`src/include/trace_monitor_config.svh`:
```
/*
 * trace monitor configuration macros
 * widths, buffer depth and the WFI stop settings
 */
`ifndef TRACE_MONITOR_CONFIG_SVH
`define TRACE_MONITOR_CONFIG_SVH

// pc and instruction widths of the traced core
`define TRACE_XLEN 32
`define TRACE_INSTR_WIDTH 32

// cycle delta width, saturating counter
`define TRACE_DELTA_WIDTH 32

// packed output word: instr, pc, delta
`define TRACE_DATA_WIDTH (`TRACE_XLEN + `TRACE_INSTR_WIDTH + `TRACE_DELTA_WIDTH)

// record FIFO entries, power of two, 2 or more
`define TRACE_BUFFER_DEPTH 8

// wfi encoding and the hold time before the final record
`define TRACE_WFI_INSTR 32'h10500073
`define TRACE_WFI_THRESHOLD 16

`endif

```
`src/source/trace_monitor_pkg.sv`:
```
/*
 * trace monitor types
 * control address enum, trace record and configuration structs
 */
`default_nettype none

`include "trace_monitor_config.svh"

package trace_monitor_pkg;

    // control port register map, unlisted codes are ignored
    typedef enum logic [3:0] {
        RANGE_LOWER_EN   = 4'd0,
        RANGE_UPPER_EN   = 4'd1,
        RANGE_LOWER      = 4'd2,
        RANGE_UPPER      = 4'd3,
        TRIGGER_START_EN = 4'd4,
        TRIGGER_END_EN   = 4'd5,
        TRIGGER_START    = 4'd6,
        TRIGGER_END      = 4'd7,
        WFI_STOP         = 4'd8,
        HALT_ON_FULL_EN  = 4'd9,
        FORCED_HALT      = 4'd10
    } ctrl_addr_e;

    // 96 data bits plus the last flag
    typedef struct packed {
        logic [`TRACE_XLEN-1:0]        pc;
        logic [`TRACE_INSTR_WIDTH-1:0] instr;
        logic [`TRACE_DELTA_WIDTH-1:0] delta;
        logic                          last;
    } trace_record_t;

    typedef struct packed {
        logic                   range_lower_en;
        logic                   range_upper_en;
        logic [`TRACE_XLEN-1:0] range_lower;
        logic [`TRACE_XLEN-1:0] range_upper;
        logic                   trigger_start_en;
        logic                   trigger_end_en;
        logic [`TRACE_XLEN-1:0] trigger_start;
        logic [`TRACE_XLEN-1:0] trigger_end;
        logic                   halt_on_full_en;
        logic                   forced_halt;
        // single cycle pulse
        logic                   wfi_stop_clear;
    } trace_config_t;

endpackage

`default_nettype wire

```
`src/source/trace_record_if.sv`:
```
/*
 * valid/ready link carrying one trace record per transfer
 */
`timescale 1ns/1ps
`default_nettype none

interface trace_record_if;
    import trace_monitor_pkg::*;

    logic          valid;
    logic          ready;
    trace_record_t record;

    // valid and record stay stable until valid && ready at a clock edge
    modport source (
        output valid,
        output record,
        input  ready
    );

    modport sink (
        input  valid,
        input  record,
        output ready
    );

endinterface

`default_nettype wire

```
`src/source/trace_buffer.sv`:
```
/*
 * circular FIFO of trace records with a full flag
 */
`timescale 1ns/1ps
`default_nettype none

`include "trace_monitor_config.svh"

module trace_buffer (
    input  wire logic      clk,
    input  wire logic      rst_n,
    trace_record_if.sink   in,
    trace_record_if.source out,
    output logic           full
);
    import trace_monitor_pkg::*;

    localparam int DEPTH = `TRACE_BUFFER_DEPTH;
    localparam int PTR_W = $clog2(DEPTH);

    trace_record_t    mem [DEPTH];
    logic [PTR_W-1:0] wr_ptr;
    logic [PTR_W-1:0] rd_ptr;
    // one wider than the pointers so that DEPTH fits
    logic [PTR_W:0]   count;
    logic             push;
    logic             pop;

    assign full  = (count == (PTR_W + 1)'(DEPTH));
    assign push  = in.valid && !full;
    assign pop   = out.valid && out.ready;

    assign in.ready   = !full;
    assign out.valid  = (count != '0);
    assign out.record = mem[rd_ptr];

    always_ff @(posedge clk) begin
        if (push) begin
            mem[wr_ptr] <= in.record;
        end
    end

    // pointers wrap on their own since DEPTH is a power of two
    always_ff @(posedge clk or negedge rst_n) begin
        if (!rst_n) begin
            wr_ptr <= '0;
            rd_ptr <= '0;
            count  <= '0;
        end else begin
            if (push) begin
                wr_ptr <= wr_ptr + 1'b1;
            end
            if (pop) begin
                rd_ptr <= rd_ptr + 1'b1;
            end
            case ({push, pop})
                2'b10:   count <= count + 1'b1;
                2'b01:   count <= count - 1'b1;
                default: count <= count;
            endcase
        end
    end

endmodule

`default_nettype wire

```
`src/source/trace_capture.sv`:
```
/*
 * trace record producer
 * pc/instr history, run end detection, range and trigger gating,
 * wfi stop and cycle delta counter
 */
`timescale 1ns/1ps
`default_nettype none

`include "trace_monitor_config.svh"

module trace_capture (
    input  wire logic                             clk,
    input  wire logic                             rst_n,
    input  wire logic [`TRACE_XLEN-1:0]           pc,
    input  wire logic [`TRACE_INSTR_WIDTH-1:0]    instr,
    input  wire logic                             en,
    input  wire trace_monitor_pkg::trace_config_t cfg,
    trace_record_if.source                        out
);
    import trace_monitor_pkg::*;

    localparam int WFI_THRESH = `TRACE_WFI_THRESHOLD;
    localparam int WFI_CNT_W  = $clog2(WFI_THRESH + 1);

    logic [`TRACE_XLEN-1:0]        s0_pc;
    logic [`TRACE_XLEN-1:0]        s1_pc;
    logic [`TRACE_INSTR_WIDTH-1:0] s0_instr;
    logic [`TRACE_INSTR_WIDTH-1:0] s1_instr;
    logic [WFI_CNT_W-1:0]          wfi_cnt;
    logic [`TRACE_DELTA_WIDTH-1:0] delta_cnt;
    logic                          start_reached;
    logic                          end_reached;
    logic                          s1_is_wfi;
    logic                          run_end;
    logic                          wfi_fire;
    logic                          in_range;
    logic                          in_window;
    logic                          keep;
    logic                          load;
    logic                          out_valid;
    trace_record_t                 out_rec;
    trace_record_t                 rec_next;

    // two stage history, stage 1 is the run being judged
    always_ff @(posedge clk or negedge rst_n) begin
        if (!rst_n) begin
            s0_pc    <= '0;
            s0_instr <= '0;
            s1_pc    <= '0;
            s1_instr <= '0;
        end else begin
            s0_pc    <= pc;
            s0_instr <= instr;
            s1_pc    <= s0_pc;
            s1_instr <= s0_instr;
        end
    end

    assign s1_is_wfi = (s1_instr == `TRACE_WFI_INSTR);
    // a run ends when a different pc follows it
    assign run_end   = (s1_pc != s0_pc) && (s1_pc != '0) && !s1_is_wfi;
    // fires on the step that brings the hold count to the threshold
    assign wfi_fire  = s1_is_wfi && en && (wfi_cnt == WFI_CNT_W'(WFI_THRESH - 1));

    assign in_range  = (!cfg.range_lower_en || (s1_pc >= cfg.range_lower)) &&
                       (!cfg.range_upper_en || (s1_pc <= cfg.range_upper));
    assign in_window = (start_reached || !cfg.trigger_start_en) &&
                       (!end_reached || !cfg.trigger_end_en);

    assign keep = (run_end || wfi_fire) && en && in_range && in_window;
    // an occupied output register drops the new record
    assign load = keep && (!out_valid || out.ready);

    always_ff @(posedge clk or negedge rst_n) begin
        if (!rst_n) begin
            wfi_cnt <= '0;
        end else if (!s1_is_wfi || cfg.wfi_stop_clear) begin
            wfi_cnt <= '0;
        end else if (en && (wfi_cnt < WFI_CNT_W'(WFI_THRESH))) begin
            wfi_cnt <= wfi_cnt + 1'b1;
        end
    end

    // trigger window, judged on the pc entering the history
    always_ff @(posedge clk or negedge rst_n) begin
        if (!rst_n) begin
            start_reached <= 1'b0;
            end_reached   <= 1'b0;
        end else begin
            if (cfg.trigger_start_en && (s0_pc == cfg.trigger_start)) begin
                start_reached <= 1'b1;
                end_reached   <= 1'b0;
            end
            if (cfg.trigger_end_en && (s0_pc == cfg.trigger_end)) begin
                end_reached   <= 1'b1;
                start_reached <= 1'b0;
            end
        end
    end

    // cycles since the last record, restarts at one on each load
    always_ff @(posedge clk or negedge rst_n) begin
        if (!rst_n) begin
            delta_cnt <= '0;
        end else if (load) begin
            delta_cnt <= `TRACE_DELTA_WIDTH'(1);
        end else if (delta_cnt != '1) begin
            delta_cnt <= delta_cnt + 1'b1;
        end
    end

    always_comb begin
        rec_next.pc    = s1_pc;
        rec_next.instr = s1_instr;
        rec_next.delta = delta_cnt;
        rec_next.last  = wfi_fire;
    end

    always_ff @(posedge clk or negedge rst_n) begin
        if (!rst_n) begin
            out_valid <= 1'b0;
        end else if (load) begin
            out_valid <= 1'b1;
        end else if (out.ready) begin
            out_valid <= 1'b0;
        end
    end

    always_ff @(posedge clk) begin
        if (load) begin
            out_rec <= rec_next;
        end
    end

    assign out.valid  = out_valid;
    assign out.record = out_rec;

endmodule

`default_nettype wire

```
`src/source/trace_control_regs.sv`:
```
/*
 * control register file for the trace monitor
 * level-sensitive writes through address and data
 */
`timescale 1ns/1ps
`default_nettype none

`include "trace_monitor_config.svh"

module trace_control_regs (
    input  wire logic                           clk,
    input  wire logic                           rst_n,
    input  wire trace_monitor_pkg::ctrl_addr_e  ctrl_addr,
    input  wire logic [`TRACE_XLEN-1:0]         ctrl_wdata,
    input  wire logic                           ctrl_write_enable,
    output trace_monitor_pkg::trace_config_t    cfg
);
    import trace_monitor_pkg::*;

    always_ff @(posedge clk or negedge rst_n) begin
        if (!rst_n) begin
            cfg.range_lower_en   <= 1'b0;
            cfg.range_upper_en   <= 1'b0;
            cfg.range_lower      <= '0;
            cfg.range_upper      <= '1;
            cfg.trigger_start_en <= 1'b0;
            cfg.trigger_end_en   <= 1'b0;
            cfg.trigger_start    <= '0;
            cfg.trigger_end      <= '1;
            // halting on a full buffer is on out of reset
            cfg.halt_on_full_en  <= 1'b1;
            cfg.forced_halt      <= 1'b0;
            cfg.wfi_stop_clear   <= 1'b0;
        end else begin
            cfg.wfi_stop_clear <= 1'b0;
            if (ctrl_write_enable) begin
                case (ctrl_addr)
                    RANGE_LOWER_EN:   cfg.range_lower_en   <= ctrl_wdata[0];
                    RANGE_UPPER_EN:   cfg.range_upper_en   <= ctrl_wdata[0];
                    RANGE_LOWER:      cfg.range_lower      <= ctrl_wdata;
                    RANGE_UPPER:      cfg.range_upper      <= ctrl_wdata;
                    TRIGGER_START_EN: cfg.trigger_start_en <= ctrl_wdata[0];
                    TRIGGER_END_EN:   cfg.trigger_end_en   <= ctrl_wdata[0];
                    TRIGGER_START:    cfg.trigger_start    <= ctrl_wdata;
                    TRIGGER_END:      cfg.trigger_end      <= ctrl_wdata;
                    // re-arms the wfi stop, data is don't care
                    WFI_STOP:         cfg.wfi_stop_clear   <= 1'b1;
                    HALT_ON_FULL_EN:  cfg.halt_on_full_en  <= ctrl_wdata[0];
                    FORCED_HALT:      cfg.forced_halt      <= ctrl_wdata[0];
                    default: begin
                    end
                endcase
            end
        end
    end

endmodule

`default_nettype wire

```
`src/source/trace_monitor_top.sv`:
```
/*
 * trace monitor top level
 * control registers, capture, buffer, stream output and cpu halt
 */
`timescale 1ns/1ps
`default_nettype none

`include "trace_monitor_config.svh"

module trace_monitor_top (
    input  wire logic                          clk,
    input  wire logic                          rst_n,
    input  wire logic [`TRACE_XLEN-1:0]        pc,
    input  wire logic [`TRACE_INSTR_WIDTH-1:0] instr,
    input  wire logic                          en,
    input  wire trace_monitor_pkg::ctrl_addr_e ctrl_addr,
    input  wire logic [`TRACE_XLEN-1:0]        ctrl_wdata,
    input  wire logic                          ctrl_write_enable,
    output logic                               tvalid,
    input  wire logic                          tready,
    output logic [`TRACE_DATA_WIDTH-1:0]       tdata,
    output logic                               tlast,
    output logic                               halt_cpu
);
    import trace_monitor_pkg::*;

    trace_config_t cfg;
    logic          buf_full;

    trace_record_if cap_if ();
    trace_record_if buf_if ();

    trace_control_regs trace_control_regs_inst (
        .clk               (clk),
        .rst_n             (rst_n),
        .ctrl_addr         (ctrl_addr),
        .ctrl_wdata        (ctrl_wdata),
        .ctrl_write_enable (ctrl_write_enable),
        .cfg               (cfg)
    );

    trace_capture trace_capture_inst (
        .clk   (clk),
        .rst_n (rst_n),
        .pc    (pc),
        .instr (instr),
        .en    (en),
        .cfg   (cfg),
        .out   (cap_if.source)
    );

    trace_buffer trace_buffer_inst (
        .clk   (clk),
        .rst_n (rst_n),
        .in    (cap_if.sink),
        .out   (buf_if.source),
        .full  (buf_full)
    );

    trace_stream_out trace_stream_out_inst (
        .clk    (clk),
        .rst_n  (rst_n),
        .in     (buf_if.sink),
        .tvalid (tvalid),
        .tready (tready),
        .tdata  (tdata),
        .tlast  (tlast)
    );

    // stall the core while the buffer cannot take more records
    assign halt_cpu = (cfg.halt_on_full_en && buf_full) || cfg.forced_halt;

endmodule

`default_nettype wire

```
`src/source/trace_stream_out.sv`:
```
/*
 * output stage: one record register driving the tvalid/tready stream
 */
`timescale 1ns/1ps
`default_nettype none

`include "trace_monitor_config.svh"

module trace_stream_out (
    input  wire logic                        clk,
    input  wire logic                        rst_n,
    trace_record_if.sink                     in,
    output logic                             tvalid,
    input  wire logic                        tready,
    output logic [`TRACE_DATA_WIDTH-1:0]     tdata,
    output logic                             tlast
);
    logic [`TRACE_DATA_WIDTH-1:0] data_q;
    logic                         last_q;
    logic                         take;

    // refill in the same cycle the held record leaves
    assign in.ready = !tvalid || tready;
    assign take     = in.valid && in.ready;

    always_ff @(posedge clk or negedge rst_n) begin
        if (!rst_n) begin
            tvalid <= 1'b0;
        end else if (in.ready) begin
            tvalid <= in.valid;
        end
    end

    // instr in the top bits, delta in the low bits
    always_ff @(posedge clk) begin
        if (take) begin
            data_q <= {in.record.instr, in.record.pc, in.record.delta};
            last_q <= in.record.last;
        end
    end

    assign tdata = data_q;
    assign tlast = last_q;

endmodule

`default_nettype wire

```
`config.mk`:
```
export PLATFORM = sky130hd
export DESIGN_NAME = trace_monitor_top
export DESIGN_NICKNAME = d
export VERILOG_FILES = /design/src/source/trace_monitor_pkg.sv /design/src/source/trace_record_if.sv /design/src/source/trace_buffer.sv /design/src/source/trace_capture.sv /design/src/source/trace_control_regs.sv /design/src/source/trace_monitor_top.sv /design/src/source/trace_stream_out.sv
export VERILOG_INCLUDE_DIRS = /design/src /design/src/include
export SDC_FILE = /design/constraint.sdc
export NUM_CORES = 1
export LEC_CHECK = 0
export ABC_CLOCK_PERIOD_IN_PS = 14700
export BUFFER_PORTS_ARGS = -buffer_cell sky130_fd_sc_hd__buf_2
export CORE_MARGIN = 2
export CORE_UTILIZATION = 50
export CTS_CLUSTER_DIAMETER = 150
export DETAILED_ROUTE_END_ITERATION = 10
export MAX_ROUTING_LAYER = met4
export PLACE_DENSITY = 0.68
export SYNTH_ARGS = -nofsm -noshare
export SYNTH_HDL_FRONTEND = slang
export SYNTH_SLANG_ARGS = --single-unit
```
`constraint.sdc`:
```
create_clock -name clk -period 14.7 [get_ports clk]
set_input_delay 2.205 -clock clk [delete_from_list [all_inputs] [get_ports clk]]
set_output_delay 2.205 -clock clk [all_outputs]
set_load 0.02 [all_outputs]
```
== After elaboration in Yosys (flattened, before gate mapping) ==
Memory sizes are Yosys's and may differ from the RTL's. A register that Yosys moved wholly into a read port is not among the register bits.
Index checks and enable logic that the tools add are counted.

* Divide/modulo/power cells: 0
* Reductions and logical operators: 51
* Add/sub/neg operators: 6
* Multipliers: 0
* Shift operators: 0
* Mux-type cells: 15
* Equal/unequal tests: 20
* Magnitude comparators: 3
* Bitwise gates (word level): 0

{| class="wikitable"
|+ Operator list
! kind !! number
|-
| $eq 32x32->1 || 2
|-
| $mux 32 || 2
|-
| $add 32x1->32 const B || 1
|-
| $eq 32x29->1 const B || 1
|-
| $ge 32x32->1 || 1
|-
| $le 32x32->1 || 1
|-
| $ne 32x32->1 || 1
|-
| $ne 32x32->1 const B || 1
|-
| $reduce_bool 32->1 || 1
|-
| $reduce_and 2->1 || 10
|-
| $eq 4x3->1 const B || 4
|-
| $eq 4x4->1 const B || 4
|-
| $logic_and 1x1->1 || 16
|-
| $mux 1 || 10
|-
| $mux 5 || 2
|-
| $logic_not 1->1 || 9
|-
| $logic_or 1x1->1 || 9
|-
| $eq 4x2->1 const B || 2
|-
| $pmux 4 s2 || 1
|-
| $reduce_bool 2->1 || 4
|-
| $add 3x1->3 const B || 2
|-
| $add 5x1->5 const B || 1
|-
| $eq 5x4->1 const B || 1
|-
| $lt 5x5->1 const B || 1
|-
| other kinds (8) || 8
|}

* Memories kept: 1
* Output and inout port bits: 99
* Bits in registers: 411
* Bits in writable memories: 776
* Latch bits: 0
* Bits in read-only memories: 0

{| class="wikitable"
|+ Memories
! memory !! words !! width !! read ports !! clocked after memory_dff !! wr ports !! RTL line !! text
|-
| trace_buffer_inst.mem || 8 || 97 || 1 || 1 || 1 || trace_buffer.sv:21 || <nowiki>trace_record_t mem [DEPTH];</nowiki>
|}

== Logic depth before layout (Yosys ltp) ==
* Depth in word-level cells: 9
* Depth in mapped cells: 10
* Mapped depth without buffers: 10

== Hierarchy ==
A second synthesis with hierarchy kept.

* Cell total of the unflattened synthesis: 2,414
* Area total of the unflattened synthesis: 48,924.4 um^2

{| class="wikitable"
|+ By module, submodules not included
! module !! area each (um^2) !! times used !! cells an instance
|-
| trace_buffer || 29,762.3 || 1 || 1,188
|-
| trace_capture || 10,939.2 || 1 || 821
|-
| trace_control_regs || 5,248.8 || 1 || 303
|-
| trace_stream_out || 2,966.6 || 1 || 101
|-
| trace_monitor_top || 7.5 || 1 || 1
|}

== Least setup slack after synthesis ==
Ideal clock, no wire load.

* Path type: reg-to-reg
* From: register trace_buffer_inst.count[3]
* To: memory trace_buffer_inst.mem[1][0] (netlist bit), enable pin
* Library setup time: 0.825 ns
* Data arrival time: 10.898 ns
* Path slack: 2.977 ns
* Stages on the path, launching flop included: 5
* Clock period less this slack: 11.723 ns
* Buffers on the path: 0
* Path through: dfrtp_1 nor4b_1 nor2b_1 inv_1 nor4b_1

* Cells in the longest elaborated chain, start to end: 5

{| class="wikitable"
|+ Ends and longest elaborated chain
! item !! RTL line !! text
|-
| start: declaration || trace_buffer.sv:25 || <nowiki>logic [PTR_W:0] count;</nowiki>
|-
| start signal: assignment || trace_buffer.sv:57 || <nowiki>2'b10: count <= count + 1'b1;</nowiki>
|-
| start signal: assignment || trace_buffer.sv:58 || <nowiki>2'b01: count <= count - 1'b1;</nowiki>
|-
| start signal: assignment || trace_buffer.sv:59 || <nowiki>default: count <= count;</nowiki>
|-
| $eq 4x4->1 || trace_buffer.sv:29 || <nowiki>assign full = (count == (PTR_W + 1)'(DEPTH));</nowiki>
|-
| $logic_not 1->1 || trace_buffer.sv:30 || <nowiki>assign push = in.valid && !full;</nowiki>
|-
| $logic_and 1x1->1 || trace_buffer.sv:30 ||
|-
| $mux 1 || trace_buffer.sv:38 || <nowiki>if (push) begin</nowiki>
|-
| $mux 1 (not written as such) || trace_buffer.sv:39 || <nowiki>mem[wr_ptr] <= in.record;</nowiki>
|-
| end: declaration || trace_buffer.sv:21 ||
|}

No other way between the ends.

== Worst setup path after layout ==
* From: input en
* To: register trace_capture_inst.out_rec, in the netlist trace_capture_inst.out.record[80], enable pin

* Cells in the longest elaborated chain, start to end: 7

{| class="wikitable"
|+ Ends and longest elaborated chain
! item !! RTL line !! text
|-
| start: declaration || trace_monitor_top.sv:15 || <nowiki>input wire logic en,</nowiki>
|-
| $logic_and 1x1->1 (2 in series) || trace_capture.sv:63 || <nowiki>assign wfi_fire = s1_is_wfi && en && (wfi_cnt == WFI_CNT_W'(WFI_THRESH - 1));</nowiki>
|-
| $logic_or 1x1->1 || trace_capture.sv:70 || <nowiki>assign keep = (run_end || wfi_fire) && en && in_range && in_window;</nowiki>
|-
| $logic_and 1x1->1 * (3 in series) || trace_capture.sv:70 ||
|-
| $logic_and 1x1->1 * || trace_capture.sv:72 || <nowiki>assign load = keep && (!out_valid || out.ready);</nowiki>
|-
| end signal: assignment || trace_capture.sv:131 || <nowiki>out_rec <= rec_next;</nowiki>
|-
| end: declaration || trace_capture.sv:41 || <nowiki>trace_record_t out_rec;</nowiki>
|}

Every way passes the cells marked *; elsewhere a longest branch is shown, timed or not.
A chain may end at the register's enable or synchronous reset.

==> run summary <==
The flow ran to the end, and the final reports show no timing, DRC or antenna violations. The setup slack on the worst flop-to-flop path came out at 10310 ps. The clock tree root buffer cell is sky130_fd_sc_hd__clkbuf_16. The startpoint-to-endpoint class of the critical path is input port to register. The global placer's final weighted congestion is 0.854. The maximum root-to-sink buffer count came out at 3. The maximum frequency from static timing analysis came out at 227 MHz. The Yosys step of the flow raised 0 warnings. After synthesis, flip-flops and latches occupy 76.4% of the total area. The worst endpoint data arrival time is 4730 ps. In this run the tightest slew margin relative to its limit is 24.2%. The reg-to-reg startpoint is trace_capture_inst.s1_instr[24].

The type of origin of the critical path is an input port. The area growth from synthesis to layout is 13.9%. The kind of path behind the tightest hold check is register to register. The unique cell type count in the Yosys netlist is 55. The end point of the most critical hold path is trace_capture_inst.s1_instr[4]. The worst min-delay path startpoint is trace_capture_inst.s0_instr[4]. The combined area of the multi-input logic cells came out at 10900 sq um. The area occupied by registers came out at 37100 sq um. The actual slew at the worst max-slew pin is 1140 ps.

After detailed routing, the total wire length is 100000 um. The die height is 316 um. The HPWL after detailed placement came out at 58000 um. Setup repair after global routing left no endpoint under its margin.

The post-route total power is 10200 uW. The share of flip-flops with an asynchronous set or reset came out at 24.5%. The maximum vdd ir drop is 0.000159 V. The number of setup violations in the final report came out at 0. The number of global-route vias before repair is 24580.

In the routed design, unresolved DRC markers number 0. The required time at the endpoint of the critical path came out at 15030 ps. The first global-routing pass estimated 152000 um of wire. The count of input and output buffers came out at 203. The fraction of final layout cells with drive strength greater than 1 is 31.9%.

The worst clock skew on the final layout is 29.1 ps. Clock tree synthesis found a total of 1284 sinks. The number of fillers in the final layout is 7187. The register clock-pin slew on the reported worst setup and hold paths is 60 ps. The die area came out at 99500 sq um. For this configuration, the core starts out at a cell density of 50.3%. The number of cell instances on the worst register-to-register path came out at 8. The hold violation count in the final report is 0.

Once detail routing completed, the nets flagged for antenna violations numbered 0. The DRC violation total after the first TritonRoute iteration came out at 2000. The synthesized flop and latch total is 1284. Detailed routing inserted a total of 23047 vias. Post-CTS repair changed the size of 0 cells.

STA classifies the critical path endpoint as a register. The shortest clock period the worst path allows after layout came out at 4400 ps. Power spread over the standard cell area amounts to 184 nW/um^2. The number of setup buffers added after CTS came out at 0.

The count of pins over their slew limit is 0. The number of buffers added by the clock tree synthesis step is 130. The number of antenna violations at the first check in global routing came out at 3. The post-route fraction of the period consumed by the critical path came out at 29.9%. The largest net degree at the start of global routing came out at 142. In this run the critical register-to-register path is captured at trace_capture_inst.out.record[80]. The die outline width came out at 316 um. Counting flops with a built-in enable in the synthesized netlist gives 970.

The count of hold buffers inserted by post-cts repair is 0. The number of detailed-routing iterations run before antenna repair came out at 5. The net count of the mapped netlist is 2598. The mean number of vias per cell came out at 5.63.

The depth of the CTS H-tree is 4. The boundary pin count is 204. TritonCTS built the clock tree. The static leakage is 0.0195 uW.

Dividing the detail-routed wire length by the instance count gives 24.4 um. The clock reaches the later pin of the worst-skew pair after 730 ps. The synthesized area divided by synthesized cell count is 20.0 sq um. After routing, the total negative slack on setup checks comes to 0 ps. After floorplanning, the core was divided into 114 placement rows. The number of instances on the worst hold path came out at 0. The post-synthesis cell area is 48500 sq um. The final global-route overflow total came out at 0. The synthesized instance count came out at 2420. The area of the core came out at 96400 sq um. The number of violations of the max-capacitance limit is 0. The dominant synthesized flop cell is sky130_fd_sc_hd__edfxtp_1. The net count of the finished layout is 2892. Global routing used 21.3% of the available tracks.

The largest fanout of any net on the critical path is 80.
==> final cells by class <==
cell class | instances | area share [%]
diodes | 1 | 0.00453
clock buffers | 191 | 6.61
clock inverters | 47 | 0.788
inverters | 79 | 0.536
multi-input cells | 979 | 19.7
flip-flops and latches | 1284 | 67.1
well taps | 1276 | 2.89
repair buffers | 240 | 2.40
==> placed cells by master (no fill, tap or decap), drive strengths merged, types with 9 or more instances in the layout <==
cell type    n
a21o         9
o21ai       47
nand2       73
dfrtp      249
nor2        47
nor3        22
ha          72
inv         85
dfstp       65
clkinv      32
nor4        36
edfxtp     970
mux2       200
clkbuf     191
a21oi       24
mux4       194
xnor2       59
nand4       38
nand3       20
buf        240
xor2        77
==> metal layers <==
layer | GRT usage, % | share of wire [%] | vias to the layer above
met2 | 33.2 | 49 | 678
met4 | 6.89 | 2.8 | 0
met3 | 4.26 | 6.0 | 174
met1 | 28.5 | 42 | 12097
li1 | - | - | 10098
met5 | - | 0 | -
==> worst max-delay path by stage <==
stage / startpoint / end / slack, ps / cells after the start
after floorplan: trace_buffer_inst.count[3] / trace_buffer_inst.mem[1][0] / 2980 / 4
final: en / trace_capture_inst.out.record[80] / 10300 / 7
after CTS: trace_capture_inst.s1_instr[24] / trace_capture_inst.out.record[80] / 10270 / 8
after detailed placement: en / trace_capture_inst.out.record[77] / 9580 / 7
after global routing: trace_capture_inst.s1_instr[24] / trace_capture_inst.out.record[70] / 10050 / 8
after global placement: en / trace_capture_inst.out.record[96] / 9640 / 7
==> metrics by stage <==
step	hold WS [ps]	cell area (sq um)	setup slack, ps	std cells	util, %
floorplan	331	48500	2980	2420	-
global placement	335	51200	9640	3858	53.1
detailed placement	336	51200	9580	3858	53.1
CTS	350	55300	10270	4096	57.3
global route	355	55300	10050	4096	57.3
finish	352	55300	10300	4097	57.3
==> worst max-delay path, cell delays in order <==
cell and delay, ps:
sky130_fd_sc_hd__buf_2 120, sky130_fd_sc_hd__o21ai_0 90, sky130_fd_sc_hd__a221oi_1 260, sky130_fd_sc_hd__o21ai_2 120, sky130_fd_sc_hd__nor4b_4 270, sky130_fd_sc_hd__buf_4 680, sky130_fd_sc_hd__buf_4 850
==> flip-flops by register name, summed over array words and instances, names as in the netlist <==
register	cells
trace_buffer_inst.wr_ptr	3
trace_capture_inst.s0_instr	32
trace_buffer_inst.count	4
trace_control_regs_inst.cfg	135
trace_capture_inst.wfi_cnt	5
trace_buffer_inst.rd_ptr	3
trace_capture_inst.s1_instr	32
trace_buffer_inst.mem	776
trace_stream_out_inst.tlast	1
trace_capture_inst.end_reached	1
trace_capture_inst.out.valid	1
trace_stream_out_inst.tdata	96
trace_capture_inst.s0_pc	32
trace_capture_inst.out.record	97
trace_capture_inst.start_reached	1
trace_capture_inst.s1_pc	32
trace_capture_inst.delta_cnt	32
trace_stream_out_inst.tvalid	1
==> report_power, final <==
group          total (uW)  switching [uW]  leakage (uW)  internal, uW
Sequential           4940             361        0.0126          4580
Clock                3140            1330       0.00198          1810
Combinational        2090            1100       0.00497           993
==> cells in the mapped netlist, drive strengths merged (2+ instances only) <==
cell / instances / area, sq um
nor3: 22 / 115
o21ai: 47 / 239
a221oi: 4 / 35.0
a211oi: 4 / 30.0
clkbuf: 53 / 199
nor4bb: 2 / 20.0
a21oi: 24 / 120
mux4: 194 / 4370
and4: 6 / 52.6
and2: 4 / 25.0
xnor2: 59 / 517
nand4: 38 / 253
nand2: 73 / 274
mux2i: 2 / 20.0
o21a: 2 / 15.0
buf: 25 / 138
dfrtp: 249 / 6230
nor4b: 8 / 106
a21o: 9 / 67.6
ha: 72 / 901
nor2: 47 / 181
nand2b: 7 / 43.8
inv: 79 / 297
mux2: 200 / 2250
and3: 3 / 20.0
dfstp: 65 / 1710
nor3b: 2 / 15.0
edfxtp: 970 / 29100
nor4: 36 / 231
xor2: 77 / 674
nand3b: 2 / 15.0
nor2b: 4 / 25.0
nand3: 20 / 100
==> cell families after synthesis <==
| family | after synthesis | share of synthesized area (%) |
|---|---|---|
| buf+inv | 157 | 1.30 |
| fa+ha+maj | 73 | 1.90 |
| flops | 1284 | 76.4 |
| compound gates | 98 | 1.18 |
| simple gates | 276 | 3.07 |
| mux | 396 | 13.7 |
| xor+xnor | 136 | 2.46 |
Note: power is estimated with default switching activity, not from simulation.
